$ cat src/hw/soc_pkg.sv
package soc_pkg;

	// Bus widths
	localparam int ADDR_W = 32;
	localparam int DATA_W = 32;
	localparam int STRB_W = DATA_W / 8;
	localparam int REGION_LSB = 17; // Region field is addr[31:17]

	typedef logic [ADDR_W-1:0] addr_t;
	typedef logic [DATA_W-1:0] data_t;
	typedef logic [STRB_W-1:0] strb_t;
	typedef logic [1:0] resp_t;
	typedef logic [ADDR_W-REGION_LSB-1:0] region_t;

	// Address map
	localparam region_t RAM_REGION = 15'd0;
	localparam region_t UART_REGION = 15'd2;
	localparam addr_t UART_TX_OFFSET = 32'h0; // Data register, the only writable one

	localparam int RAM_WORDS = 1024;
	localparam int RAM_IDX_W = $clog2(RAM_WORDS); // Word index from addr[11:2]

	localparam int CLKS_PER_BIT = 8;
	localparam int UART_CNT_W = $clog2(CLKS_PER_BIT);

	// AXI response codes
	localparam resp_t RESP_OKAY = 2'd0;
	localparam resp_t RESP_SLVERR = 2'd2;
	localparam resp_t RESP_DECERR = 2'd3;

	// Port side, read/write held until ready
	typedef struct packed {
		logic  read;
		logic  write;
		addr_t addr;
		data_t wdata;
		strb_t strb;
	} hs_req_t;

	typedef struct packed {
		logic  ready; // Single cycle pulse
		data_t rdata;
		logic  err;
	} hs_rsp_t;

	// Everything a master drives
	typedef struct packed {
		logic  aw_valid;
		addr_t aw_addr;
		logic  w_valid;
		data_t w_data;
		strb_t w_strb;
		logic  b_ready;
		logic  ar_valid;
		addr_t ar_addr;
		logic  r_ready;
	} axi_req_t;

	// Everything a slave drives
	typedef struct packed {
		logic  aw_ready;
		logic  w_ready;
		logic  b_valid;
		resp_t b_resp;
		logic  ar_ready;
		logic  r_valid;
		data_t r_data;
		resp_t r_resp;
	} axi_rsp_t;

	typedef enum logic [2:0] {
		MST_IDLE,
		MST_AR,
		MST_R,
		MST_AW_W,
		MST_B,
		MST_DONE
	} mst_state_e;

	typedef enum logic [2:0] {
		IC_IDLE,
		IC_READ,
		IC_WRITE,
		IC_ERR_R,
		IC_ERR_B
	} ic_state_e;

	typedef enum logic [1:0] {
		TX_IDLE,
		TX_START,
		TX_DATA,
		TX_STOP
	} uart_state_e;

endpackage
$ cat src/hw/axi_uart_tx.sv
`timescale 1ns/10ps

module axi_uart_tx (
	input  logic               clk_i,
	input  logic               rst_n_i,
	input  soc_pkg::axi_req_t  axi_req_i,
	output soc_pkg::axi_rsp_t  axi_rsp_o,
	output logic               tx_o
);

	soc_pkg::uart_state_e state_q;
	logic [soc_pkg::UART_CNT_W-1:0] cnt_q; // Clocks within the current bit
	logic [2:0] bit_idx_q;
	logic [7:0] shift_q; // LSB goes out first
	logic tx_q;
	logic start_q; // Byte taken, frame starts next cycle
	logic b_valid_q;
	soc_pkg::resp_t b_resp_q;
	logic r_valid_q;
	logic r_busy_q;

	logic busy;
	logic wr_go;
	logic ar_go;
	logic off_ok;
	logic bit_end;

	assign busy = (state_q != soc_pkg::TX_IDLE) | start_q;
	// AW and W taken together, only while the line is idle
	assign wr_go = axi_req_i.aw_valid & axi_req_i.w_valid & ~busy & ~b_valid_q;
	assign ar_go = axi_req_i.ar_valid & ~r_valid_q;
	assign off_ok = (axi_req_i.aw_addr[soc_pkg::REGION_LSB-1:0] ==
		soc_pkg::UART_TX_OFFSET[soc_pkg::REGION_LSB-1:0]);
	assign bit_end = (int'(cnt_q) == soc_pkg::CLKS_PER_BIT - 1);
	assign tx_o = tx_q;

	always_comb begin
		axi_rsp_o = '0;
		axi_rsp_o.aw_ready = wr_go;
		axi_rsp_o.w_ready = wr_go;
		axi_rsp_o.b_valid = b_valid_q;
		axi_rsp_o.b_resp = b_resp_q;
		axi_rsp_o.ar_ready = ~r_valid_q;
		axi_rsp_o.r_valid = r_valid_q;
		axi_rsp_o.r_data = soc_pkg::data_t'(r_busy_q); // Status bit 0 is busy
		axi_rsp_o.r_resp = soc_pkg::RESP_OKAY;
	end

	always_ff @(posedge clk_i or negedge rst_n_i) begin
		if (!rst_n_i) begin
			state_q <= soc_pkg::TX_IDLE;
			cnt_q <= '0;
			bit_idx_q <= '0;
			shift_q <= '0;
			tx_q <= 1'b1; // Line idles high
			start_q <= 1'b0;
			b_valid_q <= 1'b0;
			b_resp_q <= soc_pkg::RESP_OKAY;
			r_valid_q <= 1'b0;
			r_busy_q <= 1'b0;
		end else begin
			// Write response
			if (wr_go) begin
				b_valid_q <= 1'b1;
				b_resp_q <= off_ok ? soc_pkg::RESP_OKAY : soc_pkg::RESP_SLVERR;
				if (off_ok && axi_req_i.w_strb[0]) begin
					start_q <= 1'b1;
					shift_q <= axi_req_i.w_data[7:0];
				end
			end else if (b_valid_q && axi_req_i.b_ready) begin
				b_valid_q <= 1'b0;
			end

			// Status read, sampled at AR
			if (ar_go) begin
				r_valid_q <= 1'b1;
				r_busy_q <= busy;
			end else if (r_valid_q && axi_req_i.r_ready) begin
				r_valid_q <= 1'b0;
			end

			if (state_q == soc_pkg::TX_IDLE)
				cnt_q <= '0;
			else
				cnt_q <= bit_end ? '0 : cnt_q + 1'b1;

			case (state_q)
				soc_pkg::TX_IDLE: begin
					if (start_q) begin
						start_q <= 1'b0;
						tx_q <= 1'b0; // Start bit
						state_q <= soc_pkg::TX_START;
					end
				end
				soc_pkg::TX_START: begin
					if (bit_end) begin
						tx_q <= shift_q[0];
						bit_idx_q <= '0;
						state_q <= soc_pkg::TX_DATA;
					end
				end
				soc_pkg::TX_DATA: begin
					if (bit_end) begin
						if (bit_idx_q == 3'd7) begin
							tx_q <= 1'b1; // Stop bit
							state_q <= soc_pkg::TX_STOP;
						end else begin
							bit_idx_q <= bit_idx_q + 1'b1;
							shift_q <= shift_q >> 1;
							tx_q <= shift_q[1];
						end
					end
				end
				soc_pkg::TX_STOP: if (bit_end) state_q <= soc_pkg::TX_IDLE;
				default: state_q <= soc_pkg::TX_IDLE;
			endcase
		end
	end

	// Registered line must be back high whenever the FSM rests
	idle_high_a: assert property (@(posedge clk_i) disable iff (!rst_n_i)
		state_q == soc_pkg::TX_IDLE |-> tx_o);

endmodule

$ cat config.mk
export PLATFORM = sky130hd
export DESIGN_NAME = axi_uart_tx
export DESIGN_NICKNAME = d
export VERILOG_FILES = /design/src/hw/soc_pkg.sv /design/src/hw/axi_uart_tx.sv
export SDC_FILE = /design/constraint.sdc
export NUM_CORES = 1
export LEC_CHECK = 0
export BUFFER_PORTS_ARGS = -buffer_cell sky130_fd_sc_hd__buf_4
export CAP_MARGIN = 10
export CORE_MARGIN = 5
export CORE_UTILIZATION = 41
export CTS_BUF_LIST = sky130_fd_sc_hd__clkbuf_8
export CTS_CLUSTER_SIZE = 10
export DETAILED_ROUTE_END_ITERATION = 10
export GPL_TIMING_DRIVEN = 0
export PLACE_DENSITY = 0.91
export SYNTH_ARGS = -nofsm -noshare
export SYNTH_HDL_FRONTEND = slang
export SYNTH_SLANG_ARGS = --single-unit
$ cat constraint.sdc
create_clock -name clk_i -period 4.7 [get_ports clk_i]
set_input_delay 1.175 -clock clk_i [delete_from_list [all_inputs] [get_ports clk_i]]
set_output_delay 1.175 -clock clk_i [all_outputs]
set_load 0.01 [all_outputs]
## Yosys cells after proc, flatten, opt, wreduce, memory -nomap -nowiden

Cells that the tools add are included.

- Flip-flop bits (word level): 23
- Input port bits: 107
- Output and inout port bits: 42
- Word-level logic and storage cells: 75

- Add/subtract/negate cells: 2
- Eq/ne operators: 11
- Mux-type cells: 31
- Bitwise logic cells: 8
- Reduce and logical (&&, ||, !) cells: 13

Operators by type and width:

| kind | number |
|---|---|
| two-way mux 8 bit | 5 |
| logical NOT 17 bit | 1 |
| two-way mux 3 bit | 5 |
| two-way mux 1 bit | 12 |
| two-way mux 2 bit | 6 |
| inequality test 2 bit (second input constant) | 6 |
| case mux 2 bit (4 select lines) | 1 |
| AND reduction 4 bit | 2 |
| nonzero test 2 bit | 4 |
| adder 3 x 1 -> 3 bit (second input constant) | 2 |
| case mux 3 bit (2 select lines) | 1 |
| AND reduction 5 bit | 1 |
| AND 1 bit | 4 |
| == test 2 bit (second input constant) | 2 |
| == test 3 x 1 -> 1 bit (second input constant) | 1 |
| == test 3 bit (second input constant) | 1 |
| logical AND 1 bit | 3 |
| NOT 1 bit | 3 |
| case mux 1 bit (3 select lines) | 1 |
| nonzero test 3 bit | 1 |
| == test 2 x 1 -> 1 bit (second input constant) | 1 |
| logical NOT 2 bit | 1 |
| OR 1 bit | 1 |

## Logic depth before layout (Yosys ltp)

- Depth after elaboration: 9
- Depth in mapped cells: 8
- Depth with buffers taken out: 6

## Worst setup path before layout

Ideal clock, no wire load.

- Path kind: input -> output
- From: input port axi_req_i[71] (netlist bit)
- To: output port axi_rsp_o[39] (netlist bit)
- Arrival time: 1.746 ns
- Data required time: 3.525 ns
- Slack: 1.779 ns
- Cell stages on the path: 3
- Buffers on the path: 1
- Path through: and4bb_4 and2_1 buf_4

- Cells in the longest elaborated chain, start to end: 3

RTL lines:

| item | RTL line | RTL |
|---|---|---|
| start: declaration | axi_uart_tx.sv:6 | `input soc_pkg::axi_req_t axi_req_i,` |
| AND 1 bit (3 in series) | axi_uart_tx.sv:30 | `assign wr_go = axi_req_i.aw_valid & axi_req_i.w_valid & ~busy & ~b_valid_q;` |
| end: declaration | axi_uart_tx.sv:7 | `output soc_pkg::axi_rsp_t axi_rsp_o,` |

No other way between the ends.

## Worst setup path after layout

Same ends and word-level chain as after synthesis.

==> results.yml <==
cts:
  cts-root-buf: "clkbuf_8"
  cts_tree: "done"
  cts_resized: 0
  h-tree-depth: 1
  clkSlewWorstSetupHoldPaths_ns: 0.08
  cts_buffers: 3
  post-cts-setup-buffer-count: 0
  holdBufCountCts: 0
  cts.sinks: 22
  cts_buffer_depth: 2
  clk_latency_ns: 0.27
finish:
  multiInputGateArea_sq_um: 773.2
  final_cell_mix: "buf_4, conb_1, dfrtp_1, nor2_1"
  fillerInstances: 328
  regArea_sq_um: 551.8
  area_growth_pct: 35.63
  final_common_cell: "buf_4"
  diodes: 0
  layout.nets: 354
  drive_gt1_share_pct: 40.93
timing:
  fin_crit_ns: 3.167
  finalHoldViolations: 0
  tightest_slew_ns: 0.6229
  setup_tns_ns: 0
  setup_viol: 0
  whs_ns: 0.4449
  period_share_pct: 67.39
  slew_headroom_pct: 58.16
  rsz0062_at_grt: "no"
  slew_viol_final: 0
  max_clock_freq_mhz: 315.7
  fin_skew_ns: 0.005445
floorplan:
  die_h_um: 71.67
  io_pins: 149
  die_area_sq_mm: 0.005136
  die_x_um: 71.67
  core_area_sq_mm: 0.003661
  rows: 22
  start_util_pct: 42.58
worst_setup_path:
  startpoint_type: "input pin"
  crit_type: "in -> out"
  crit_path_end_kind: "output port"
  arrival_ns: 1.99
  path_max_fanout: 5
  cp.required_ns: 3.52
global_route:
  grt_pass1_vias: 1329
  grtUsageTotal_pct: 13.74
  gr-total-overflow: 0
  grt_pass1_wl_um: 5727
  antenna_found_initial: 0
  grt_max_degree: 23
routing:
  dr_total_vias: 1296
  drt_iter0_markers: 44
  ant_nets: 0
  drc: 0
  post_drt_wl_per_cell_um: 11.67
  drt-total-wl_um: 3327
  vias_per_cell: 4.547
  drtPass1Iterations: 4
min_path:
  hold_class: "reg -> reg"
placed_design:
  place.gp.congestion: 0.7969
  dpl.hpwl_um: 2783
  portBuffers: 40
synth:
  async_flop_share_pct: 100.0
  synthTopCellsByArea: "dfrtp_1, buf_4, ha_1"
  synthFlopType: "dfrtp_1"
  synthCells: 160
  synth_top_area_share_pct: 33.71
  synth_top_area_cell: "dfrtp_1"
  postSynthAreaPerCell_sq_um: 9.744
  ys_ff_latch: 22
  ys_warn_count: 0
  synth_edf_count: 0
  yosysUniqueCellTypes: 38
  ys_seq_area_share_pct: 35.39
  netlist_area_sq_mm: 0.001559
run:
  maxCapViolCount: 0
pwr:
  vdd_drop_max_mv: 0.1447
  power_density_mw_per_mm2: 210.0
  leakage_nw: 1.108
outcome:
  status: "completed"
cell usage after synthesis, drive strengths merged, types with 2 or more instances:
library cell	n
ha	9
a21boi	2
nand4	10
dfrtp	21
nor3	2
buf	43
a21oi	2
inv	5
a22o	5
o21bai	2
mux2	2
o21ai	11
nor4	3
a31oi	9
nand2	3
nor2b	4
nor2	12
cell families (layout without fill, tap and decap cells):
| logic type | count (synthesis) | count (layout) | share of synthesized area (%) |
|---|---|---|---|
| compound gates | 36 | 36 | 15.17 |
| fa+ha+maj | 9 | 9 | 7.223 |
| buf+inv | 49 | 93 | 22.95 |
| flops | 22 | 22 | 35.39 |
| mux | 3 | 3 | 2.087 |
| other cells | 1 | 34 | 0.2405 |
| simple gates | 40 | 40 | 16.93 |
routing by layer:
metal	routed length (um)	GRT usage, %	vias up
met5	0	0	-
met4	23	3.340	0
met3	399	6.592	5
met2	1534	23.27	66
met1	1370	15.55	574
li1	-	-	651
power breakdown:
part / switching [mW] / internal [mW] / leakage, nW
logic: 0.0314 / 0.0419 / 0.801
registers: 0.000928 / 0.190 / 0.271
clock network: 0.0657 / 0.114 / 0.0357
per-stage QoR:
stage / cells / area [sq um] / power [mW] / utilization [%] / setup slack [ns]
5_1_grt: 285 / 2115 / 0.4641 / 57.76 / 1.497
3_5_place_dp: 281 / 2043 / 0.2670 / 55.81 / 1.539
4_1_cts: 285 / 2115 / 0.4478 / 57.76 / 1.533
3_3_place_gp: 281 / 2043 / 0.2662 / 55.81 / 1.554
6_report: 285 / 2115 / 0.4441 / 57.76 / 1.533
2_1_floorplan: 193 / 1683 / 0.2357 / - / 1.779
path summary, 6_finish.rpt:
path	startpoint	end	slack, ns	depth (start not counted)
worst max-delay path	axi_req_i[71]	axi_rsp_o[39]	1.53	5
worst min register to register	cnt_q[0]	cnt_q[0]	0.44	1
max in group asynchronous	rst_n_i	tx_o	3.65	1
worst min-delay path	cnt_q[0]	cnt_q[0]	0.44	1
min in group asynchronous	rst_n_i	cnt_q[1]	0.78	1
worst max register to register	bit_idx_q[0]	shift_q[4]	2.88	7
worst max-delay path: stages:
cell	delay (ns)
buf_4	0.08
and4bb_4	0.26
and2_1	0.23
buf_4	0.14
buf_4	0.11
flip-flops by register name, summed over array words and instances, names as in the netlist:
register,cells
cnt_q,3
shift_q,8
tx_o,1
r_valid_q,1
state_q,2
bit_idx_q,3
b_resp_q,1
r_busy_q,1
start_q,1
b_valid_q,1
layout make-up:
| class | instances | share of cell area (%) |
|---|---|---|
| sequential | 22 | 26.09 |
| buffer | 44 | 16.04 |
| clock buffer | 3 | 1.953 |
| multi-input combinational | 122 | 36.57 |
| inverter | 5 | 0.8876 |
| timing repair buffer | 40 | 14.20 |
| tap | 48 | 2.840 |
| clock inverter | 1 | 1.420 |
Power figures use the tool's default switching activity.
