===== src/hw/soc_pkg.sv =====
package soc_pkg;

	// Bus widths
	localparam int ADDR_W = 32;
	localparam int DATA_W = 32;
	localparam int STRB_W = DATA_W / 8;
	localparam int REGION_LSB = 17; // Region field is addr[31:17]

	typedef logic [ADDR_W-1:0] addr_t;
	typedef logic [DATA_W-1:0] data_t;
	typedef logic [STRB_W-1:0] strb_t;
	typedef logic [1:0] resp_t;
	typedef logic [ADDR_W-REGION_LSB-1:0] region_t;

	// Address map
	localparam region_t RAM_REGION = 15'd0;
	localparam region_t UART_REGION = 15'd2;
	localparam addr_t UART_TX_OFFSET = 32'h0; // Data register, the only writable one

	localparam int RAM_WORDS = 1024;
	localparam int RAM_IDX_W = $clog2(RAM_WORDS); // Word index from addr[11:2]

	localparam int CLKS_PER_BIT = 8;
	localparam int UART_CNT_W = $clog2(CLKS_PER_BIT);

	// AXI response codes
	localparam resp_t RESP_OKAY = 2'd0;
	localparam resp_t RESP_SLVERR = 2'd2;
	localparam resp_t RESP_DECERR = 2'd3;

	// Port side, read/write held until ready
	typedef struct packed {
		logic  read;
		logic  write;
		addr_t addr;
		data_t wdata;
		strb_t strb;
	} hs_req_t;

	typedef struct packed {
		logic  ready; // Single cycle pulse
		data_t rdata;
		logic  err;
	} hs_rsp_t;

	// Everything a master drives
	typedef struct packed {
		logic  aw_valid;
		addr_t aw_addr;
		logic  w_valid;
		data_t w_data;
		strb_t w_strb;
		logic  b_ready;
		logic  ar_valid;
		addr_t ar_addr;
		logic  r_ready;
	} axi_req_t;

	// Everything a slave drives
	typedef struct packed {
		logic  aw_ready;
		logic  w_ready;
		logic  b_valid;
		resp_t b_resp;
		logic  ar_ready;
		logic  r_valid;
		data_t r_data;
		resp_t r_resp;
	} axi_rsp_t;

	typedef enum logic [2:0] {
		MST_IDLE,
		MST_AR,
		MST_R,
		MST_AW_W,
		MST_B,
		MST_DONE
	} mst_state_e;

	typedef enum logic [2:0] {
		IC_IDLE,
		IC_READ,
		IC_WRITE,
		IC_ERR_R,
		IC_ERR_B
	} ic_state_e;

	typedef enum logic [1:0] {
		TX_IDLE,
		TX_START,
		TX_DATA,
		TX_STOP
	} uart_state_e;

endpackage

===== src/hw/axi_interconnect.sv =====
`timescale 1ns/10ps

module axi_interconnect (
	input  logic               clk_i,
	input  logic               rst_n_i,
	// Masters, m0 instr and m1 data
	input  soc_pkg::axi_req_t  m0_req_i,
	input  soc_pkg::axi_req_t  m1_req_i,
	output soc_pkg::axi_rsp_t  m0_rsp_o,
	output soc_pkg::axi_rsp_t  m1_rsp_o,
	// Slaves
	output soc_pkg::axi_req_t  ram_req_o,
	output soc_pkg::axi_req_t  uart_req_o,
	input  soc_pkg::axi_rsp_t  ram_rsp_i,
	input  soc_pkg::axi_rsp_t  uart_rsp_i
);

	soc_pkg::ic_state_e state_q;
	logic gnt_q; // Granted master, kept as last served while idle
	logic sel_uart_q; // Routed slave, 0 is RAM
	logic err_a_q; // Address taken on the error path
	logic err_w_q; // Write data taken on the error path

	logic req0;
	logic req1;
	logic win;
	soc_pkg::axi_req_t win_req;
	soc_pkg::addr_t win_addr;
	soc_pkg::region_t win_region;
	logic win_mapped;
	soc_pkg::axi_req_t mst_req;
	soc_pkg::axi_rsp_t slv_rsp;
	soc_pkg::axi_rsp_t err_rsp;
	soc_pkg::axi_rsp_t route_rsp;
	logic xfer_done;

	assign req0 = m0_req_i.ar_valid | m0_req_i.aw_valid;
	assign req1 = m1_req_i.ar_valid | m1_req_i.aw_valid;

	// Round robin, the master not served last wins a tie
	assign win = (req0 && req1) ? ~gnt_q : req1;
	assign win_req = win ? m1_req_i : m0_req_i;
	assign win_addr = win_req.ar_valid ? win_req.ar_addr : win_req.aw_addr;
	assign win_region = win_addr[soc_pkg::ADDR_W-1:soc_pkg::REGION_LSB];
	assign win_mapped = (win_region == soc_pkg::RAM_REGION) ||
		(win_region == soc_pkg::UART_REGION);

	assign mst_req = gnt_q ? m1_req_i : m0_req_i;
	assign slv_rsp = sel_uart_q ? uart_rsp_i : ram_rsp_i;

	// Local DECERR slave, response one cycle after the last acceptance
	always_comb begin
		err_rsp = '0; // Read data stays 0
		if (state_q == soc_pkg::IC_ERR_R) begin
			err_rsp.ar_ready = ~err_a_q;
			err_rsp.r_valid = err_a_q;
			err_rsp.r_resp = soc_pkg::RESP_DECERR;
		end else if (state_q == soc_pkg::IC_ERR_B) begin
			err_rsp.aw_ready = ~err_a_q;
			err_rsp.w_ready = ~err_w_q;
			err_rsp.b_valid = err_a_q & err_w_q;
			err_rsp.b_resp = soc_pkg::RESP_DECERR;
		end
	end

	// Routing locked for the whole transaction
	always_comb begin
		ram_req_o = '0;
		uart_req_o = '0;
		m0_rsp_o = '0;
		m1_rsp_o = '0;
		case (state_q)
			soc_pkg::IC_READ, soc_pkg::IC_WRITE: begin
				if (sel_uart_q)
					uart_req_o = mst_req;
				else
					ram_req_o = mst_req;
				route_rsp = slv_rsp;
			end
			soc_pkg::IC_ERR_R, soc_pkg::IC_ERR_B: route_rsp = err_rsp;
			default: route_rsp = '0; // Idle, nobody sees a ready
		endcase
		if (gnt_q)
			m1_rsp_o = route_rsp;
		else
			m0_rsp_o = route_rsp;
	end

	// Grant ends on the R or B handshake
	assign xfer_done = (state_q == soc_pkg::IC_READ || state_q == soc_pkg::IC_ERR_R) ?
		(route_rsp.r_valid & mst_req.r_ready) : (route_rsp.b_valid & mst_req.b_ready);

	always_ff @(posedge clk_i or negedge rst_n_i) begin
		if (!rst_n_i) begin
			state_q <= soc_pkg::IC_IDLE;
			gnt_q <= 1'b1; // m0 wins the first tie
			sel_uart_q <= 1'b0;
			err_a_q <= 1'b0;
			err_w_q <= 1'b0;
		end else begin
			case (state_q)
				soc_pkg::IC_IDLE: begin
					if (req0 || req1) begin
						gnt_q <= win;
						sel_uart_q <= (win_region == soc_pkg::UART_REGION);
						if (win_mapped)
							state_q <= win_req.ar_valid ? soc_pkg::IC_READ : soc_pkg::IC_WRITE;
						else
							state_q <= win_req.ar_valid ? soc_pkg::IC_ERR_R : soc_pkg::IC_ERR_B;
					end
				end
				soc_pkg::IC_ERR_R, soc_pkg::IC_ERR_B: begin
					if ((mst_req.ar_valid && err_rsp.ar_ready) ||
						(mst_req.aw_valid && err_rsp.aw_ready))
						err_a_q <= 1'b1;
					if (mst_req.w_valid && err_rsp.w_ready)
						err_w_q <= 1'b1;
					if (xfer_done) begin
						err_a_q <= 1'b0;
						err_w_q <= 1'b0;
						state_q <= soc_pkg::IC_IDLE;
					end
				end
				default: if (xfer_done) state_q <= soc_pkg::IC_IDLE;
			endcase
		end
	end

	// Only one slave may be addressed at a time
	one_slave_a: assert property (@(posedge clk_i) disable iff (!rst_n_i)
		!((ram_req_o.aw_valid || ram_req_o.w_valid || ram_req_o.ar_valid) &&
		(uart_req_o.aw_valid || uart_req_o.w_valid || uart_req_o.ar_valid)));

endmodule


===== config.mk =====
export PLATFORM = sky130hd
export DESIGN_NAME = axi_interconnect
export DESIGN_NICKNAME = d
export VERILOG_FILES = /design/src/hw/soc_pkg.sv /design/src/hw/axi_interconnect.sv
export SDC_FILE = /design/constraint.sdc
export NUM_CORES = 1
export LEC_CHECK = 0
export BUFFER_PORTS_ARGS = -buffer_cell sky130_fd_sc_hd__buf_2
export CAP_MARGIN = 20
export CORE_AREA = 2 2 226 228
export CTS_CLUSTER_SIZE = 40
export DETAILED_ROUTE_END_ITERATION = 10
export DIE_AREA = 0 0 228 230
export HOLD_SLACK_MARGIN = 0.06
export PLACE_DENSITY = 0.34
export SYNTH_ARGS = -nofsm -noshare
export SYNTH_HDL_FRONTEND = slang
export SYNTH_SLANG_ARGS = --single-unit

===== constraint.sdc =====
create_clock -name clk_i -period 3.7 [get_ports clk_i]
set_clock_uncertainty 0.15 [all_clocks]
set_input_delay 0.185 -clock clk_i [delete_from_list [all_inputs] [get_ports clk_i]]
set_output_delay 0.185 -clock clk_i [all_outputs]
set_load 0.01 [all_outputs]

After elaboration in Yosys (flattened, before gate mapping):

Cells that the tools add are included.

* register bits: 7
* latch bits: 0
* RAM bits: 0
* bits in read-only memories: 0
* bits of input ports: 294
* output and inout bits: 292
* memories: 0

* add/subtract/negate cells: 0
* multiply operators: 0
* divide/modulo/power cells: 0
* magnitude comparators: 0
* equality and inequality tests: 6
* shift-type cells: 0
* mux-type cells: 27
* bitwise operators: 8
* reductions and logical operators: 19

Operators with widths (number)
* $mux W105: 5
* $mux W41: 3
* $mux W104: 1
* $pmux W41 S2: 1
* $mux W32: 1
* $eq A15 B2 Y1 const B: 1
* $logic_not A15 Y1: 1
* $mux W3: 5
* $mux W5: 2
* $reduce_and A2 Y1: 4
* $eq A3 B2 Y1 const B: 2
* $mux W1: 6
* $mux W2: 3
* $reduce_bool A2 Y1: 3
* $logic_and A1 B1 Y1: 4
* $logic_or A1 B1 Y1: 4
* $reduce_or A2 Y1: 2
* $and A1 B1 Y1: 3
* $eq A3 B1 Y1 const B: 1
* $eq A3 B3 Y1 const B: 1
* $logic_not A3 Y1: 1
* $not A1 Y1: 3
* $ne A2 B2 Y1 const B: 1
* $or A1 B1 Y1: 2

Depth between registers and ports, before layout:

Gate-level depths: netlist of run 1.

* depth in word-level cells: 10
* gate-level depth with buffers: 7
* mapped depth without buffers: 6

Worst setup path before layout of run 1:

Ideal clock, no wire load.

* path kind: reg2out
* from: register gnt_q
* to: output port uart_req_o[10] (netlist name)
* arrival: 1.795 ns
* data required time: 3.365 ns
* path slack: 1.570 ns
* stages on the path, launching flop included: 6
* path through: dfstp_2 buf_4 buf_2 clkbuf_1 mux2i_1 nor2_1

RTL lines
* start, declared: line axi_interconnect.sv:19 `logic gnt_q;`
* start signal, assigned: line axi_interconnect.sv:104 `gnt_q <= win;`
* end, declared: line axi_interconnect.sv:13 `output soc_pkg::axi_req_t uart_req_o,`

==> results.toml, run 1 <==
[run_status]
status = "complete, no violations"

[yosys]
async_reset_ff_frac = 1.00
synth_ff_type = "dfrtp_1"
ys_seq_area_frac = 0.0447
ys_ff_latch = 7
yosys-top-cells-area = "mux2i_1 37%, nor2_1 23%, nor2_4 14%, dfrtp_1 3.8%, buf_12 2.5%"
ys_warn_count = 0
ys_types = 43
synth-edff-count = 0
syn_area_per_cell_um2 = 6.87
synthCells = 574
synth_top_area_frac = 0.366
yosysTopAreaCell = "mux2i_1"
syn_area_um2 = 3940
synth_nets = 869

[clocking]
cts_max_level = 1
cts_root_buffer = "clkbuf_16"
clkLatencyLatePin_ps = 230
clk_path_buf_depth = 2
clk_pin_slew_ps = 40
cts_resized = 0
numCtsBuffers = 3
cts_sinks = 7
cts_tree = "yes"

[die]
die_y_um = 230
core_area_um2 = 49900
initial_utilization = 0.0791
fp.dieW_um = 228
dieArea_um2 = 52400
io_pins = 586
rows = 82

[timing]
period_needed_ps = 2740
fin_crit_sh = 0.739
drv_slew = 0
hold_viol_final = 0
worst_slew_pin_slew_ps = 602
rsz0062_at_grt = "no"
clock.fmax_ghz = 0.365
setup_viol = 0
max_slew_margin = 0.587
timing.setup.tns_ps = 0

[global_route]
grt_pass1_vias = 6139
grt_pass1_wl_um = 39400
grt_overflow = 0
antenna_found_initial = 2
grt_max_degree = 84
grt.total_usage = 0.0973

[routing]
drc = 0
antenna_left = 0
wl_per_cell_um = 15.5
routed_wl_um = 27900
vias = 6229
routed_via_density = 3.46
firstDrtPassIters = 4
drt_iter0_markers = 221

[power]
power.density_nw_per_um2 = 663
peakVddDrop_mv = 0.419
leakage_nw = 4.22

[place]
dp_hpwl_um = 24100
portBuffers = 585
place.gp.congestion = 0.921

[layout]
area_growth_pct = 94.6
drive_gt1_frac = 0.589
layout.nets = 1421
final_util = 0.154

[hold_path]
hold_class = "input pin to async pin"

[critical_path]
cp.arrival_ps = 2400
crit_path_end_kind = "primary output"
worstSetupPathType = "register to primary output"
start_kind = "register"
critical_path.max_fanout = 83
required_ps = 3370

[flow_run]
cap_violations = 0
==> synth_stat cells, types with 2 or more instances <==
cell type and instances:
nor2_4 50, buf_2 12, inv_1 4, nand2_1 11, o22ai_1 2, clkbuf_1 21
o2bb2ai_1 2, o22a_1 2, o32ai_2 2, and2_1 6, buf_1 9, nor4_1 11
mux2_2 2, buf_4 2, mux2i_1 144, a22o_1 4, o21ai_0 3, nor2_1 241
dfrtp_1 6, a21oi_1 7, nand3_1 5, buf_12 5, o21a_1 3
==> per-layer routing <==
layer	track usage	wire (µm)	vias up
met5	0	0	-
met2	0.179	14400	310
met1	0.118	11100	2873
met4	0.0165	414	0
li1	-	-	3028
met3	0.0188	1950	18
==> repair_timing <==
item,4_1_cts,5_1_grt
hold endpoints to repair,7,0
hold buffers,1,0
setup buffers,0,0
==> cells by family after synthesis <==
logic type,count (synthesis),synth area share
DFF,7,0.0447
xor gates and xnor gates,1,0.00222
muxes,147,0.377
buffers and inverters,55,0.0809
AOI/OAI and AO/OA,30,0.0606
adders and majority gates,1,0.00317
and+or+nand+nor,333,0.431
==> flip-flops by register name, summed over array words and instances, names as in the netlist <==
register    cells
state_q         3
err_a_q         1
err_w_q         1
gnt_q           1
sel_uart_q      1
==> critical path, stage by stage, from the launching register on <==
cell and delay (ps):
dfrtp_1 450, xnor2_1 470, nor2_2 180, nand2_4 320, buf_12 320, nor2_1 110
buf_2 160
==> power breakdown <==
group | leakage (nW) | switching [mW] | internal, mW | total, mW
Combinational | 4.10 | 2.86 | 1.82 | 4.68
Clock | 0.0382 | 0.0420 | 0.143 | 0.185
Sequential | 0.0806 | 0.0985 | 0.118 | 0.217
Total | 4.22 | 3.01 | 2.08 | 5.08
==> through the flow <==
stage	std cells	hold WS [ps]	area (µm²)	worst slack [ps]	total power, mW
after floorplan	574	-261	3940	1570	3.31
after global placement	1791	-114	7570	1180	5.02
after detailed placement	1791	-108	7570	1190	4.97
after CTS	1796	184	7660	954	5.17
after global routing	1799	202	7670	790	5.47
final	1799	175	7670	964	5.08
==> layout make-up <==
cell class              instances  area (µm²)
inverters                       4        15.0
diodes                          2        5.00
fillers                      5814       42200
clock buffers                   4        78.8
multi-input cells             512        3460
flip-flops and latches          7         181
repair buffers                598        3090
well taps                     672         841
==> final timing paths <==
check / slack [ps] / depth (start not counted) / startpoint / endpoint
worst max register to register: 1310 / 5 / state_q[2]$_DFFE_PN0P_ / err_a_q$_DFFE_PN0P_
min in group clk_i: 360 / 4 / m0_req_i[19] / sel_uart_q$_DFFE_PN0P_
worst max-delay path: 960 / 6 / state_q[0]$_DFFE_PN0P_ / uart_req_o[42]
worst min-delay path: 180 / 2 / rst_n_i / sel_uart_q$_DFFE_PN0P_
max in group asynchronous: 2990 / 2 / rst_n_i / gnt_q$_DFFE_PN1P_
worst min register to register: 430 / 1 / err_w_q$_DFFE_PN0P_ / err_w_q$_DFFE_PN0P_
==> cells in the final DEF (no fill, tap or decap), types with 5 or more instances in the layout <==
cell type  instances
nor2_4            50
nand2_1           10
nor2_1           241
buf_4              7
nand3_1            5
dfrtp_1            5
nor4_1            11
buf_12             5
and2_1             6
a21oi_1            7
buf_2            585
mux2i_1          144
(Power assumes the default switching activity.)
==> run 2: changes to the inputs <==
--- a/config.mk
+++ b/config.mk
@@ -7,10 +7,10 @@
 export LEC_CHECK = 0
 export BUFFER_PORTS_ARGS = -buffer_cell sky130_fd_sc_hd__buf_2
 export CAP_MARGIN = 20
-export CORE_AREA = 2 2 226 228
+export CORE_AREA = 2 2 231 233
 export CTS_CLUSTER_SIZE = 40
 export DETAILED_ROUTE_END_ITERATION = 10
-export DIE_AREA = 0 0 228 230
+export DIE_AREA = 0 0 233 235
 export HOLD_SLACK_MARGIN = 0.06
 export PLACE_DENSITY = 0.34
 export SYNTH_ARGS = -nofsm -noshare
==> constraint.sdc (replaced) <==
create_clock -name clk_i -period 2.3 [get_ports clk_i]
set_clock_uncertainty 0.15 [all_clocks]
set_input_delay 0.115 -clock clk_i [delete_from_list [all_inputs] [get_ports clk_i]]
set_output_delay 0.115 -clock clk_i [all_outputs]
set_load 0.01 [all_outputs]
==> results.toml, run 2 (synthesis results as in run 1) <==
[timing]
clock.fmax_ghz = 0.434
worst_slack_ps = -5.80
worst_slew_pin_slew_ps = 614
fin_crit_sh = 1.00
drv_slew = 0
rsz0062_at_grt = "yes"
max_slew_margin = 0.590
setup_viol = 1
hold_viol_final = 0
period_needed_ps = 2310

[critical_path]
cp.arrival_ps = 2040
path_buf_inv = 3
worstSetupPathType = "register to primary output"
cp-startpoint = "gnt_q$_DFFE_PN1P_"
cp_top_family = "flip-flops"
crit_path_end_kind = "primary output"
r2r-start = "gnt_q$_DFFE_PN1P_"
required_ps = 2040
max_stage_delay_ps = 680
slowest_stage = "dfstp_4"
crit_chain = "buf_16, buf_6, mux2i_4, nor2_1, buf_2"
start_kind = "register"
critical_path.max_fanout = 28

[layout]
layout_common_cells = "585 x buf_2, 239 x nor2_1, 122 x mux2i_1, 51 x nor2_4, 31 x buf_4"
area_growth_pct = 111
final_util = 0.159
num-fill-cells = 6076
layout.nets = 1457
drive_gt1_frac = 0.627
largest_register_ffs = 3
layoutNonFillerInstCount = 1852
final_common_cell = "buf_2"
regMostFlops = "state_q"

[global_route]
antenna_found_initial = 5
grt_pass1_vias = 6285
grt_max_degree = 52
grt_pass1_wl_um = 42400
grt.total_usage = 0.107
grt_overflow = 0

[die]
rows = 84
die_y_um = 235
initial_utilization = 0.0755
fp.dieW_um = 233
dieArea_um2 = 54800
io_pins = 586
core_area_um2 = 52200

[routing]
firstDrtPassIters = 4
drt_iter0_markers = 187
vias = 6410
routed_wl_um = 32200
wl_per_cell_um = 17.4
antenna_left = 0
routed_via_density = 3.46
drc = 0

[power]
pwr-share-clk = 0.032
power_switching_mw = 5.26
cell_internal_pwr_mw = 4.23
leakage_nw = 4.45
seq_power_share = 0.029
switching_share = 0.555
report.power.total_mw = 9.49
combPwrFrac = 0.939
peakVddDrop_mv = 0.637
power.density_nw_per_um2 = 1140

[run_status]
status = "complete, but fails checks"
failed_checks = "negative setup slack"

[hold_path]
hold_class = "input pin to async pin"

[clocking]
clkLatencyLatePin_ps = 230
cts_sinks = 7
numCtsBuffers = 3
cts_tree = "yes"
clk_path_buf_depth = 2
cts_root_buffer = "clkbuf_16"
cts_max_level = 1
clk_pin_slew_ps = 40

[place]
dp_hpwl_um = 28800
post-place-cells = 1844
portBuffers = 585
place.gp.congestion = 0.813

[flow_run]
cap_violations = 0
run 2: routing by layer:
metal / share of wire / global-route usage / wire (µm)
met1: 0.36 / 0.109 / 11700
met2: 0.55 / 0.218 / 17700
met3: 0.064 / 0.0183 / 2070
met4: 0.023 / 0.0257 / 731
met5: 0.00084 / 0 / 27
run 2: worst register-to-register path, cell delays in order (launching register included):
cell and delay [ps]:
dfstp_4 500, o21a_1 180, nor2_2 330, a21oi_1 110, a21oi_2 340, ha_1 300
a22o_1 190
run 2: cell type report:
class,instances,area [µm²],share of cell area
Multi-Input combinational cell,512,3640,0.439
Tap cell,688,861,0.104
Sequential cell,7,181,0.0219
Antenna cell,3,7.51,0.000904
Clock buffer,4,78.8,0.00949
Timing Repair Buffer,634,3520,0.424
Inverter,4,15.0,0.00181
run 2: path summary, 6_finish.rpt:
path | endpoint | slack [ps] | cells past startpoint
setup / recovery | ram_req_o[78] | -6 | 5
hold / removal | state_q[1]$_DFFE_PN0P_ | 170 | 2
setup reg to reg | state_q[1]$_DFFE_PN0P_ | 80 | 6
hold reg to reg | err_w_q$_DFFE_PN0P_ | 420 | 1
max in group asynchronous | gnt_q$_DFFE_PN1P_ | 1590 | 2
min in group clk_i | err_w_q$_DFFE_PN0P_ | 230 | 4
run 2: timing repair:
action                                  in CTS  in global routing
setup buffers                                0                  0
hold buffers                                 1                  0
endpoints found under the setup margin      75                 29
gates resized for setup                     26                 15
hold endpoints to repair                     7                  0
run 2: power groups by stage:
stage	clock (mW)	sequential (mW)	combinational [mW]
2_1_floorplan	0	0.224	5.10
3_3_place_gp	0	0.269	8.86
3_5_place_dp	0	0.269	8.81
4_1_cts	0.303	0.278	9.01
5_1_grt	0.311	0.287	9.55
6_report	0.299	0.278	8.92
run 2: stage by stage:
step	setup TNS, ps	cell area (µm²)	hold slack, ps	worst slack, ps
final	-5.80	8300	165	-5.80
after detailed placement	-1310	8010	-173	-313
after floorplan	0	3940	-331	240
after global routing	-343	8300	217	-41.1
after global placement	-1400	8010	-175	-342
after CTS	-20.7	8230	201	-10.9
