`src/hw/soc_pkg.sv`:
```
package soc_pkg;

	// Bus widths
	localparam int ADDR_W = 32;
	localparam int DATA_W = 32;
	localparam int STRB_W = DATA_W / 8;
	localparam int REGION_LSB = 17; // Region field is addr[31:17]

	typedef logic [ADDR_W-1:0] addr_t;
	typedef logic [DATA_W-1:0] data_t;
	typedef logic [STRB_W-1:0] strb_t;
	typedef logic [1:0] resp_t;
	typedef logic [ADDR_W-REGION_LSB-1:0] region_t;

	// Address map
	localparam region_t RAM_REGION = 15'd0;
	localparam region_t UART_REGION = 15'd2;
	localparam addr_t UART_TX_OFFSET = 32'h0; // Data register, the only writable one

	localparam int RAM_WORDS = 1024;
	localparam int RAM_IDX_W = $clog2(RAM_WORDS); // Word index from addr[11:2]

	localparam int CLKS_PER_BIT = 8;
	localparam int UART_CNT_W = $clog2(CLKS_PER_BIT);

	// AXI response codes
	localparam resp_t RESP_OKAY = 2'd0;
	localparam resp_t RESP_SLVERR = 2'd2;
	localparam resp_t RESP_DECERR = 2'd3;

	// Port side, read/write held until ready
	typedef struct packed {
		logic  read;
		logic  write;
		addr_t addr;
		data_t wdata;
		strb_t strb;
	} hs_req_t;

	typedef struct packed {
		logic  ready; // Single cycle pulse
		data_t rdata;
		logic  err;
	} hs_rsp_t;

	// Everything a master drives
	typedef struct packed {
		logic  aw_valid;
		addr_t aw_addr;
		logic  w_valid;
		data_t w_data;
		strb_t w_strb;
		logic  b_ready;
		logic  ar_valid;
		addr_t ar_addr;
		logic  r_ready;
	} axi_req_t;

	// Everything a slave drives
	typedef struct packed {
		logic  aw_ready;
		logic  w_ready;
		logic  b_valid;
		resp_t b_resp;
		logic  ar_ready;
		logic  r_valid;
		data_t r_data;
		resp_t r_resp;
	} axi_rsp_t;

	typedef enum logic [2:0] {
		MST_IDLE,
		MST_AR,
		MST_R,
		MST_AW_W,
		MST_B,
		MST_DONE
	} mst_state_e;

	typedef enum logic [2:0] {
		IC_IDLE,
		IC_READ,
		IC_WRITE,
		IC_ERR_R,
		IC_ERR_B
	} ic_state_e;

	typedef enum logic [1:0] {
		TX_IDLE,
		TX_START,
		TX_DATA,
		TX_STOP
	} uart_state_e;

endpackage
```
`src/hw/hs_axi_master.sv`:
```
`timescale 1ns/10ps

module hs_axi_master (
	input  logic               clk_i,
	input  logic               rst_n_i,
	// Handshake port
	input  soc_pkg::hs_req_t   hs_req_i,
	output soc_pkg::hs_rsp_t   hs_rsp_o,
	// AXI-lite master side
	output soc_pkg::axi_req_t  axi_req_o,
	input  soc_pkg::axi_rsp_t  axi_rsp_i
);

	soc_pkg::mst_state_e state_q;
	soc_pkg::addr_t addr_q;
	soc_pkg::data_t wdata_q;
	soc_pkg::strb_t strb_q;
	soc_pkg::data_t rdata_q; // Captured on R handshake
	logic err_q;
	logic aw_done_q; // AW accepted, W may still be pending
	logic w_done_q;
	logic ar_hs;
	logic aw_hs;
	logic w_hs;

	assign ar_hs = axi_req_o.ar_valid & axi_rsp_i.ar_ready;
	assign aw_hs = axi_req_o.aw_valid & axi_rsp_i.aw_ready;
	assign w_hs = axi_req_o.w_valid & axi_rsp_i.w_ready;

	// Channel valids come straight from state, payload from the latched request
	always_comb begin
		axi_req_o = '0;
		axi_req_o.ar_addr = addr_q;
		axi_req_o.aw_addr = addr_q;
		axi_req_o.w_data = wdata_q;
		axi_req_o.w_strb = strb_q;
		axi_req_o.ar_valid = (state_q == soc_pkg::MST_AR);
		axi_req_o.r_ready = (state_q == soc_pkg::MST_R);
		axi_req_o.aw_valid = (state_q == soc_pkg::MST_AW_W) && !aw_done_q;
		axi_req_o.w_valid = (state_q == soc_pkg::MST_AW_W) && !w_done_q;
		axi_req_o.b_ready = (state_q == soc_pkg::MST_B);
	end

	assign hs_rsp_o = '{ready: (state_q == soc_pkg::MST_DONE), rdata: rdata_q, err: err_q};

	always_ff @(posedge clk_i or negedge rst_n_i) begin
		if (!rst_n_i) begin
			state_q <= soc_pkg::MST_IDLE;
			aw_done_q <= 1'b0;
			w_done_q <= 1'b0;
			err_q <= 1'b0;
		end else begin
			case (state_q)
				soc_pkg::MST_IDLE: begin
					aw_done_q <= 1'b0;
					w_done_q <= 1'b0;
					if (hs_req_i.read)
						state_q <= soc_pkg::MST_AR;
					else if (hs_req_i.write)
						state_q <= soc_pkg::MST_AW_W;
				end
				soc_pkg::MST_AR: if (ar_hs) state_q <= soc_pkg::MST_R;
				soc_pkg::MST_R: begin
					if (axi_rsp_i.r_valid) begin // r_ready is high here
						err_q <= (axi_rsp_i.r_resp != soc_pkg::RESP_OKAY);
						state_q <= soc_pkg::MST_DONE;
					end
				end
				soc_pkg::MST_AW_W: begin
					if (aw_hs) aw_done_q <= 1'b1;
					if (w_hs) w_done_q <= 1'b1;
					// Both may land in different cycles
					if ((aw_done_q || aw_hs) && (w_done_q || w_hs))
						state_q <= soc_pkg::MST_B;
				end
				soc_pkg::MST_B: begin
					if (axi_rsp_i.b_valid) begin
						err_q <= (axi_rsp_i.b_resp != soc_pkg::RESP_OKAY);
						state_q <= soc_pkg::MST_DONE;
					end
				end
				soc_pkg::MST_DONE: state_q <= soc_pkg::MST_IDLE; // Ready pulse cycle
				default: state_q <= soc_pkg::MST_IDLE;
			endcase
		end
	end

	// Request payload tracks the port while idle
	always_ff @(posedge clk_i) begin
		if (state_q == soc_pkg::MST_IDLE) begin
			addr_q <= hs_req_i.addr;
			wdata_q <= hs_req_i.wdata;
			strb_q <= hs_req_i.strb;
		end
		if (state_q == soc_pkg::MST_R && axi_rsp_i.r_valid)
			rdata_q <= axi_rsp_i.r_data;
	end

	// AR stays up with a stable address until the slave takes it
	ar_hold_a: assert property (@(posedge clk_i) disable iff (!rst_n_i)
		axi_req_o.ar_valid && !axi_rsp_i.ar_ready
		|=> axi_req_o.ar_valid && $stable(axi_req_o.ar_addr));

	// Requester side rule
	rd_wr_excl_a: assert property (@(posedge clk_i) disable iff (!rst_n_i)
		!(hs_req_i.read && hs_req_i.write));

endmodule

```
`config.mk`:
```
export PLATFORM = sky130hd
export DESIGN_NAME = hs_axi_master
export DESIGN_NICKNAME = d
export VERILOG_FILES = /design/src/hw/soc_pkg.sv /design/src/hw/hs_axi_master.sv
export SDC_FILE = /design/constraint.sdc
export NUM_CORES = 1
export LEC_CHECK = 0
export BUFFER_PORTS_ARGS = -buffer_cell sky130_fd_sc_hd__buf_2
export CAP_MARGIN = 20
export CORE_AREA = 2 2 98 100
export CTS_CLUSTER_SIZE = 24
export DETAILED_ROUTE_END_ITERATION = 8
export DIE_AREA = 0 0 100 102
export PLACE_DENSITY = 0.87
export SLEW_MARGIN = 25
export SYNTH_ARGS = -nofsm -noshare
export SYNTH_HDL_FRONTEND = slang
export SYNTH_SLANG_ARGS = --single-unit
```
`constraint.sdc`:
```
create_clock -name clk_i -period 5.7 [get_ports clk_i]
set_input_delay 0.57 -clock clk_i [delete_from_list [all_inputs] [get_ports clk_i]]
set_output_delay 0.57 -clock clk_i [all_outputs]
set_load 0.005 [all_outputs]
```
; ---- Word-level counts from Yosys, hierarchy flattened
; Cells that the tools add are included.
[classes]
n_reduce_logical = 17
n_eq_ne = 12
muxes = 14
n_bitwise = 3
[op_table]
columns = operator, count
row1 = $mux 3, 6
row2 = $pmux 3 s5, 1
row3 = $ne 2x1->1 const B, 4
row4 = $reduce_bool 2->1, 4
row5 = $eq 3x2->1 const B, 2
row6 = $eq 3x3->1 const B, 2
row7 = $pmux 1 s2, 3
row8 = $reduce_and 5->1, 1
row9 = $logic_and 1x1->1, 4
row10 = $mux 1, 4
row11 = $ne 2x2->1 const B, 2
row12 = $reduce_and 2->1, 2
row13 = $and 1x1->1, 3
row14 = $eq 3x1->1 const B, 1
row15 = $logic_not 3->1, 1
row16 = $ne 3x3->1 const B, 1
row17 = $reduce_and 3->1, 1
row18 = $logic_not 1->1, 2
row19 = $logic_or 1x1->1, 2
[word_totals]
register_bits = 106
output_inout_bits = 139
in_bits = 113
elab_cells = 54

; ---- Logic depth before layout (Yosys ltp)
; Gate-level depths: netlist of the first run.
[depth]
word_depth = 7
depth_mapped = 4
depth_no_buf = 3

; ---- Worst setup path after synthesis of the first run
; Ideal clock, no wire load.
[synth_timing]
kind = flip-flop to flip-flop
from = register state_q[2]
to = register addr_q[0] (enable)
setup_slack_ps = 3153
synth_period_minus_slack_ps = 2547
arrival_ps = 2125
path_stages_with_launch = 3
setup_time_ps = 422
t_required_ps = 5278
n_path_buf = 0
path_cell_list = dfrtp_1 or3_1 inv_1
[synth_via]
elab_chain_cells = 1
[synth_rtl]
columns = element, line_no
row1 = from (decl), hs_axi_master.sv:14  ; soc_pkg::mst_state_e state_q;
row2 = from (signal assigned), hs_axi_master.sv:48  ; state_q <= soc_pkg::MST_IDLE;
row3 = from (signal assigned), hs_axi_master.sv:58  ; state_q <= soc_pkg::MST_AR;
row4 = from (signal assigned), hs_axi_master.sv:60  ; state_q <= soc_pkg::MST_AW_W;
row5 = $logic_not 3->1, hs_axi_master.sv:90  ; if (state_q == soc_pkg::MST_IDLE) begin
row6 = to (signal assigned), hs_axi_master.sv:91  ; addr_q <= hs_req_i.addr;
row7 = to (decl), hs_axi_master.sv:15  ; soc_pkg::addr_t addr_q;
; Every way passes these cells.
; A chain may end at the register's enable or synchronous reset.

; ---- Worst setup path in the final report of the first run
[layout_timing]
from = register state_q[2]
to = register wdata_q[23] (enable)
[layout_via]
elab_chain_cells = 1
[layout_rtl]
columns = element, line_no
row1 = $logic_not 3->1, hs_axi_master.sv:90
row2 = to (signal assigned), hs_axi_master.sv:92  ; wdata_q <= hs_req_i.wdata;
row3 = to (decl), hs_axi_master.sv:16  ; soc_pkg::data_t wdata_q;
; Every way passes these cells.

==> results.sh, run 1 <==
export IMPL_end_kind="flop"
export IMPL_fp_dieH_um=102
export IMPL_cts_buffers_inserted=9
export IMPL_port_buffers=251
export IMPL_clk_pin_slew_ps=110
export IMPL_pwr_density_cell_mw_per_mm2=439.6
export IMPL_status="completed"
export IMPL_grt_pass1_wl_um=12210
export IMPL_dp_hpwl_um=6696
export IMPL_critical_path_max_stage_delay_ps=640
export IMPL_rsz0062_at_grt="no"
export IMPL_nNetsFinal=522
export IMPL_drt_initial_drc_count=121
export IMPL_gr_usage_all_layers=0.1601
export IMPL_tns_ps=0
export IMPL_synth_cell_area_mm2=0.003666
export IMPL_areaGrowthSynthToFinish_pct=37.51
export IMPL_htreeDepth=3
export IMPL_crit_buf_inv=2
export IMPL_wl_um=8553
export IMPL_drv_slew=0
export IMPL_crit_fanout=68
export IMPL_relSlewSlack=0.4260
export IMPL_antenna_found_initial=1
export IMPL_firstDrtPassIters=4
export IMPL_cts_tree="done"
export IMPL_synth_nets=293
export IMPL_postLayoutCoreUtil=0.5534
export IMPL_ys_warnings_count=0
export IMPL_critical_path_arrival_ps=2120
export IMPL_async_flop_share=0.05660
export IMPL_grt_pass1_vias=2429
export IMPL_crit_required_ps=5690
export IMPL_wire_per_inst_um=16.26
export IMPL_die_w_um=100
export IMPL_ys_flop_type="edfxtp_1"
export IMPL_drc_errors=0
export IMPL_power_uw=2216
export IMPL_clockBufferDepth=2
export IMPL_antenna_left=0
export IMPL_avgSynthCellArea_um2=20.37
export IMPL_layout_commonest_cell="buf_2"
export IMPL_critPathTopFamily="buffers and inverters"
export IMPL_layout_min_cycle_time_ps=2131
export IMPL_cts_setup_buffers=0
export IMPL_clk_latency_ps=350
export IMPL_fp_row_count=35
export IMPL_fmax_mhz=469.2
export IMPL_crit_chain="or3_1 > inv_2 > buf_4"
export IMPL_gp_congestion=0.7840
export IMPL_core_mm2=0.009109
export IMPL_final_cell_mix="buf_2, edfxtp_1, clkbuf_8, nor2_1, dfrtp_1"
export IMPL_ys_seq_elements=106
export IMPL_post_route_period_util=0.3739
export IMPL_dieArea_mm2=0.01020
export IMPL_yosysSeqAreaShare=0.8601
export IMPL_pre_cts_slack_ps=3591
export IMPL_worstMarginPinSlew_ps=861.0
export IMPL_final_hold_viol_count=0
export IMPL_cts_sinks=106
export IMPL_synthCells=180
export IMPL_synth_edf_count=100
export IMPL_power_leakage_uw=0.002212
export IMPL_grt_max_degree=69
export IMPL_start_kind="flop"
export IMPL_fin_ws_ps=3569
export IMPL_skew_ps=6.718
export IMPL_max_cap_viol_count=0
export IMPL_ys_types=24
export IMPL_ir_drop_mv=0.3054
export IMPL_initial_core_util=0.4025
export IMPL_drive_above_1_share=0.6546
export IMPL_post_cts_resized=0
export IMPL_ioPinCount=252
export IMPL_overflow=0
export IMPL_setup_viol=0
export IMPL_vias=2424
export IMPL_viasPerCell=4.608
export IMPL_whs_ps=375.4
export IMPL_worst_path_max_delay_cell="buf_4"
export IMPL_hp_class="input port to flop"
export IMPL_worstSetupPathType="flop to flop"
export IMPL_cts_root_buf="clkbuf_8"
[worst reg2reg max path, delay by kind of cell, from the launching register on]
kind                   cells  cell delay (ps)
DFF                        1              520
and+or+nand+nor            1              480
buffers and inverters      2              700
[report_power, final]
part / switching (µW) / leakage (µW) / internal (µW)
registers: 92.2 / 0.00100 / 1110
clock network: 270 / 0.000110 / 215
logic: 288 / 0.00110 / 236
total: 650 / 0.00221 / 1570
[cell type report]
class	instances	area, µm²
fill	767	4068
sequential	106	3153
timing repair buffer	254	1281
multi-input combinational	35	232.7
tap	111	138.9
clock buffer	9	123.9
clock inverter	7	97.59
inverter	3	11.26
antenna	1	2.502
[cell usage after synthesis, types with 2 or more instances]
cell type / n / area, µm²
nor2_1: 6 / 22.52
or3_1: 2 / 12.51
o21ai_0: 2 / 10.01
buf_2: 2 / 10.01
edfxtp_1: 100 / 3003
a21oi_1: 2 / 10.01
dfrtp_1: 6 / 150.1
a22o_1: 3 / 26.28
nand3b_1: 3 / 22.52
nor3b_1: 4 / 30.03
inv_1: 3 / 11.26
nor3_1: 3 / 15.01
buf_4: 33 / 247.7
[state kept, by name, summed over array words and instances, names as in the netlist]
| register | flops |
|---|---|
| addr_q | 32 |
| rdata_q | 32 |
| wdata_q | 32 |
| strb_q | 4 |
| state_q | 3 |
| aw_done_q | 1 |
| err_q | 1 |
| w_done_q | 1 |
[per-layer routing]
metal / track usage / share of wire / up-vias
met5: 0 / 0.0013 / -
met4: 0.07060 / 0.021 / 2
met2: 0.2791 / 0.53 / 171
met1: 0.1676 / 0.34 / 1129
met3: 0.07319 / 0.12 / 16
li1: - / - / 1106
[worst paths after layout]
path                                   startpoint                endpoint  cells past startpoint  slack, ps
setup / recovery           state_q[2]$_DFFE_PN0P_   wdata_q[23]$_DFFE_PP_                      3       3570
max in group asynchronous                 rst_n_i  state_q[1]$_DFFE_PN0P_                      2       5000
min in group asynchronous                 rst_n_i       err_q$_DFFE_PN0P_                      2        550
hold reg to reg              w_done_q$_DFFE_PN0P_    w_done_q$_DFFE_PN0P_                      1        560
setup reg to reg           state_q[2]$_DFFE_PN0P_   wdata_q[23]$_DFFE_PP_                      3       3570
hold / removal                       hs_req_i[32]   wdata_q[28]$_DFFE_PP_                      1        380
[logic make-up after synthesis]
kind of cell,synth area share
simple gates,0.03174
flops,0.8601
buf+inv,0.07645
compound gates,0.03175
[stage by stage]
step	cell area [µm²]	std cells
finish	5041	526
global route	5039	525
CTS	5039	525
detailed placement	4807	508
global placement	4807	508
floorplan	3666	180
[what timing repair did]
action                                 in CTS  in global routing
setup endpoints to repair                   0                  0
endpoints found under the hold margin       6                  0
hold buffers                                1                  0
No activity file was read; power rests on OpenSTA's default activity.
==> inputs of run 2 (changes only) <==
--- a/config.mk
+++ b/config.mk
@@ -5,13 +5,13 @@
 export SDC_FILE = /design/constraint.sdc
 export NUM_CORES = 1
 export LEC_CHECK = 0
+export ABC_AREA = 1
 export BUFFER_PORTS_ARGS = -buffer_cell sky130_fd_sc_hd__buf_2
 export CAP_MARGIN = 20
-export CORE_AREA = 2 2 98 100
+export CORE_UTILIZATION = 41
 export CTS_CLUSTER_SIZE = 24
 export DETAILED_ROUTE_END_ITERATION = 8
-export DIE_AREA = 0 0 100 102
-export PLACE_DENSITY = 0.87
+export PLACE_DENSITY = 0.88
 export SLEW_MARGIN = 25
 export SYNTH_ARGS = -nofsm -noshare
 export SYNTH_HDL_FRONTEND = slang
==> constraint.sdc (replaced) <==
create_clock -name clk_i -period 2.2 [get_ports clk_i]
set_input_delay 0.22 -clock clk_i [delete_from_list [all_inputs] [get_ports clk_i]]
set_output_delay 0.22 -clock clk_i [all_outputs]
set_load 0.005 [all_outputs]
==> run 2 against run 1 <==
Sequential cell count did not move. Combinational power rose to 3.4 times the previous value. Cell count increased by 10%. Synthesized cell count rose by 11%. Core utilization is 7.0 points higher. Maximum frequency grew 24%. Register-to-register slack got worse by 3100 ps. Non-clock buffer count is 39 higher. Largest power group unchanged.
==> results.sh, run 2 <==
export IMPL_worst_path_max_delay_cell="dfrtp_1"
export IMPL_fmax_mhz=580.2
export IMPL_cts_tree="done"
export IMPL_gp_congestion=0.8203
export IMPL_final_hold_viol_count=0
export IMPL_min_from="hs_req_i[14]"
export IMPL_synth_cell_area_mm2=0.003695
export IMPL_design_area_mm2=0.005438
export IMPL_htreeDepth=3
export IMPL_overflow=0
export IMPL_synthTopCellsByCount="edfxtp_1, buf_4, nand2_1, nor2_1, nand3_1"
export IMPL_status="completed"
export IMPL_cts_buffers_inserted=9
export IMPL_wl_um=8782
export IMPL_yosysSeqAreaShare=0.8534
export IMPL_hp_class="input port to flop"
export IMPL_nNetsFinal=581
export IMPL_crit_fanout=14
export IMPL_register_area_mm2=0.003153
export IMPL_areaGrowthSynthToFinish_pct=47.17
export IMPL_initial_core_util=0.4237
export IMPL_yosysTopAreaCellShare=0.8127
export IMPL_die_w_um=96.93
export IMPL_vias=2597
export IMPL_critical_path_max_stage_delay_ps=500
export IMPL_cts_sinks=106
export IMPL_power_uw=6050
export IMPL_start_kind="flop"
export IMPL_rsz0062_at_grt="no"
export IMPL_post_route_period_util=0.7835
export IMPL_ys_types=18
export IMPL_worstSetupPathType="flop to flop"
export IMPL_final_cell_mix="buf_2, edfxtp_1, dlygate4sd3_1, nand2_1, nor2_1"
export IMPL_pwr_density_cell_mw_per_mm2=1113
export IMPL_drv_slew=0
export IMPL_synth_top_area_cell="edfxtp_1"
export IMPL_dp_cells=532
export IMPL_grt_pass1_wl_um=12230
export IMPL_grt_pass1_vias=2533
export IMPL_avgSynthCellArea_um2=18.57
export IMPL_fp_row_count=34
export IMPL_cts_root_buf="clkbuf_8"
export IMPL_critical_path_arrival_ps=1800
export IMPL_ioPinCount=252
export IMPL_startpoint="state_q[1]$_DFFE_PN0P_"
export IMPL_dp_hpwl_um=6605
export IMPL_crit_required_ps=2280
export IMPL_synthCells=199
export IMPL_max_cap_viol_count=0
export IMPL_timing_rr_start="state_q[1]$_DFFE_PN0P_"
export IMPL_power_leakage_uw=0.002461
export IMPL_stdcell_count=581
export IMPL_core_mm2=0.008721
export IMPL_ir_drop_mv=0.4899
export IMPL_post_cts_resized=0
export IMPL_layout_min_cycle_time_ps=1724
export IMPL_wire_per_inst_um=15.12
export IMPL_ys_warnings_count=0
export IMPL_layout_commonest_cell="buf_2"
export IMPL_port_buffers=251
export IMPL_setup_viol=0
export IMPL_synthTopCellsByArea="edfxtp_1, buf_4, dfrtp_1, nand2_1, nor2_1"
export IMPL_drc_errors=0
export IMPL_crit_chain="nor2_1 > inv_1 > nor2_4 > buf_4"
export IMPL_antenna_left=0
export IMPL_clk_latency_ps=360
export IMPL_grt_max_degree=33
export IMPL_fp_dieH_um=96.93
export IMPL_skew_ps=15.11
export IMPL_largestRegisters="addr_q (32), rdata_q (32), wdata_q (32)"
export IMPL_fin_ws_ps=476.3
export IMPL_dieArea_mm2=0.009395
export IMPL_multiInputGateArea_um2=247.7
export IMPL_end_kind="flop"
export IMPL_pre_cts_slack_ps=465.7
export IMPL_clockBufferDepth=2
export IMPL_synthMostInstantiatedCell="edfxtp_1"
export IMPL_firstDrtPassIters=4
export IMPL_synth_edf_count=100
export IMPL_drive_above_1_share=0.6059
export IMPL_synth_nets=312
export IMPL_antenna_found_initial=3
export IMPL_viasPerCell=4.470
export IMPL_fillCellCount=669
export IMPL_dpl_cell_area_mm2=0.004931
export IMPL_ys_seq_elements=106
export IMPL_ys_flop_type="edfxtp_1"
export IMPL_drt_initial_drc_count=70
export IMPL_tns_ps=0
export IMPL_clk_pin_slew_ps=110
export IMPL_relSlewSlack=0.6727
export IMPL_gr_usage_all_layers=0.1725
export IMPL_async_flop_share=0.05660
export IMPL_worstMarginPinSlew_ps=489.8
[run 2: cells by family after synthesis]
logic type	Yosys count	share of synthesized area
buffers and inverters	44	0.08229
flip-flops	106	0.8534
AO/OA/AOI/OAI	7	0.009481
AND/OR/NAND/NOR	42	0.05486
[run 2: power by group]
part           total (µW)  internal [µW]  switching, µW
Combinational        1800            861            937
Sequential           3180           2940            245
Clock                1070            422            650
[run 2: cell type report]
| type | instances | share of cell area |
|---|---|---|
| Sequential cell | 106 | 0.5798 |
| Timing Repair Buffer | 293 | 0.3111 |
| Multi-Input combinational cell | 49 | 0.04556 |
| Tap cell | 108 | 0.02485 |
| Clock buffer | 9 | 0.02278 |
| Clock inverter | 6 | 0.009204 |
| Inverter | 9 | 0.006213 |
| Antenna cell | 1 | 0.0004602 |
[run 2: final timing paths]
path,endpoint,slack [ps],depth (start not counted)
min in group asynchronous,w_done_q$_DFFE_PN0P_,240,2
max in group asynchronous,aw_done_q$_DFFE_PN0P_,1800,2
worst max register to register,addr_q[29]$_DFFE_PP_,480,4
worst max-delay path,addr_q[29]$_DFFE_PP_,480,4
worst min-delay path,wdata_q[10]$_DFFE_PP_,30,1
worst min register to register,err_q$_DFFE_PN0P_,510,2
[run 2: worst max-delay path, delay by kind of cell (launching register included)]
family	cells	cell delay, ps
buffers and inverters	2	360
flip-flops	1	500
AND/OR/NAND/NOR	2	590
[run 2: repair_timing]
action | CTS | global route
hold buffers | 1 | 32
hold endpoints to repair | 6 | 32
setup endpoints to repair | 0 | 0
buffers inserted | 0 | 0
[run 2: stage by stage]
step,util,hold WS [ps]
floorplan,-,-75.59
global placement,0.5654,48.45
detailed placement,0.5654,61.17
CTS,0.5865,2.691
global route,0.6232,-7.182
finish,0.6235,29.11
[run 2: routing by layer]
layer / part of all wire / track usage / routed length [µm] / up-vias
met5: 0.0035 / 0 / 31 / -
met4: 0.015 / 0.05511 / 133 / 4
met3: 0.097 / 0.09249 / 852 / 16
met2: 0.55 / 0.3066 / 4796 / 149
met1: 0.34 / 0.1709 / 2969 / 1209
li1: - / - / - / 1219
==> inputs of run 3 (changes only) <==
==> constraint.sdc (replaced) <==
create_clock -name clk_i -period 1.7 [get_ports clk_i]
set_input_delay 0.17 -clock clk_i [delete_from_list [all_inputs] [get_ports clk_i]]
set_output_delay 0.17 -clock clk_i [all_outputs]
set_load 0.005 [all_outputs]
==> run 3 against run 2 <==
Sequential power increased by 29%. Setup slack worse by 320 ps. Clock-buffer cell count rose by 1. Die area unchanged. Sequential cell count stayed put. Cell count up 11%. Via count grew 11%. Global-route usage grew 5.0 points. Total power grew 34%. Sequential share of layout area shrank 6.5 points. Highest routed layer is now met4. Clock skew grew 8.0 ps. Cell area up 13%.
==> results.sh, run 3 (synthesis gave the netlist of run 2 again) <==
export IMPL_status="completed"
export IMPL_final_hold_viol_count=0
export IMPL_diodes=0
export IMPL_comb_power_share=0.298
export IMPL_drt_initial_drc_count=66
export IMPL_crit_required_ps=1530
export IMPL_cts_setup_buffers=0
export IMPL_design_area_mm2=0.006127
export IMPL_grt_pass1_vias=3142
export IMPL_dp_hpwl_um=6616
export IMPL_largestRegisters="addr_q (32), rdata_q (32), wdata_q (32)"
export IMPL_cts_buffers_inserted=9
export IMPL_drv_slew=0
export IMPL_postLayoutCoreUtil=0.7026
export IMPL_worstMarginPinSlew_ps=373.2
export IMPL_gp_congestion=0.8178
export IMPL_clockPowerShare=0.197
export IMPL_clk_pin_slew_ps=90
export IMPL_antenna_left=0
export IMPL_layout_commonest_cell="buf_2"
export IMPL_areaGrowthSynthToFinish_pct=65.83
export IMPL_drive_above_1_share=0.5299
export IMPL_nNetsFinal=644
export IMPL_gr_usage_all_layers=0.2226
export IMPL_tns_ps=0
export IMPL_wl_um=10240
export IMPL_pwr_density_cell_mw_per_mm2=1326
export IMPL_initial_core_util=0.4237
export IMPL_fp_row_count=34
export IMPL_firstDrtPassIters=4
export IMPL_fin_ws_ps=156.7
export IMPL_final_cell_mix="buf_2, dlygate4sd3_1, edfxtp_1, nand2_1"
export IMPL_max_cap_viol_count=0
export IMPL_rsz0062_at_grt="no"
export IMPL_clk_latency_ps=360
export IMPL_core_mm2=0.008721
export IMPL_relSlewSlack=0.7512
export IMPL_pre_cts_slack_ps=256.4
export IMPL_postCtsHoldBufs=101
export IMPL_fmax_mhz=648.0
export IMPL_grt_pass1_wl_um=15830
export IMPL_dieArea_mm2=0.009395
export IMPL_overflow=0
export IMPL_die_w_um=96.93
export IMPL_vias=2893
export IMPL_worstSetupPathType="flop to output port"
export IMPL_cts_sinks=106
export IMPL_p_int_uw=5640
export IMPL_viasPerCell=4.492
export IMPL_fillCellCount=564
export IMPL_setup_viol=0
export IMPL_post_route_period_util=0.9078
export IMPL_cts_tree="done"
export IMPL_wire_per_inst_um=15.90
export IMPL_clockBufferDepth=2
export IMPL_ir_drop_mv=0.9652
export IMPL_htreeDepth=3
export IMPL_p_sw_uw=2483
export IMPL_port_buffers=251
export IMPL_critical_path_arrival_ps=1370
export IMPL_whs_ps=39.62
export IMPL_fp_dieH_um=96.93
export IMPL_dpl_cell_area_mm2=0.004906
export IMPL_end_kind="output port"
export IMPL_layout_min_cycle_time_ps=1543
export IMPL_post_cts_resized=0
export IMPL_ioPinCount=252
export IMPL_power_leakage_uw=0.002732
export IMPL_p_seq_frac=0.505
export IMPL_p_sw_frac=0.3057
export IMPL_hp_class="input port to flop"
export IMPL_skew_ps=23.06
export IMPL_start_kind="flop"
export IMPL_crit_fanout=8
export IMPL_grt_max_degree=39
export IMPL_drc_errors=0
export IMPL_antenna_found_initial=0
export IMPL_cts_root_buf="clkbuf_8"
## run 3: cell count changes in the layout (fill, tap and decap cells not counted), moves of 2 or more
cell / previous run / this run
clkinv_4: 2 / 0
buf_4: 6 / 1
nor2_4: 3 / 5
dlygate4sd3_1: 33 / 101
## run 3: power groups by stage
stage	logic, µW	clock network, µW	registers [µW]
2_1_floorplan	1190	0	4210
6_report	2420	1600	4100
3_5_place_dp	2240	0	4150
5_1_grt	2630	1760	4180
3_3_place_gp	2170	0	4110
4_1_cts	2430	1650	4090
## run 3: path summary, 6_finish.rpt
check | depth (start not counted) | end | slack [ps] | startpoint
max | 3 | axi_req_o[0] | 160 | state_q[1]$_DFFE_PN0P_
min reg2reg | 2 | err_q$_DFFE_PN0P_ | 510 | err_q$_DFFE_PN0P_
max in group asynchronous | 2 | state_q[2]$_DFFE_PN0P_ | 1380 | rst_n_i
min | 3 | aw_done_q$_DFFE_PN0P_ | 40 | axi_rsp_i[40]
min in group asynchronous | 2 | err_q$_DFFE_PN0P_ | 170 | rst_n_i
max reg2reg | 4 | wdata_q[20]$_DFFE_PP_ | 240 | state_q[1]$_DFFE_PN0P_
## run 3: metal layers
layer	track usage	up-vias	wire, µm
met2	0.4247	158	5718
met4	0.07577	0	221
met1	0.2331	1371	3577
met3	0.05925	23	724
met5	0	-	0
li1	-	1341	-
## run 3: per-stage QoR
stage,std cells,power [µW]
final,644,8124
after floorplan,199,5398
after CTS,644,8170
after global routing,644,8567
after detailed placement,527,6393
after global placement,527,6285
## run 3: cell type report
cell class | count | area [µm²] | area share
clock buffer | 10 | 127.6 | 0.02083
clock inverter | 6 | 82.58 | 0.01348
inverter | 9 | 33.78 | 0.005514
multi-input combinational | 49 | 260.3 | 0.04248
sequential | 106 | 3153 | 0.5146
tap | 108 | 135.1 | 0.02205
timing repair buffer | 356 | 2335 | 0.3810
## run 3: critical path, cell delays in order, from the launching register on
cell and delay [ps]:
dfrtp_1 580, nand2_1 210, inv_1 120, buf_2 120
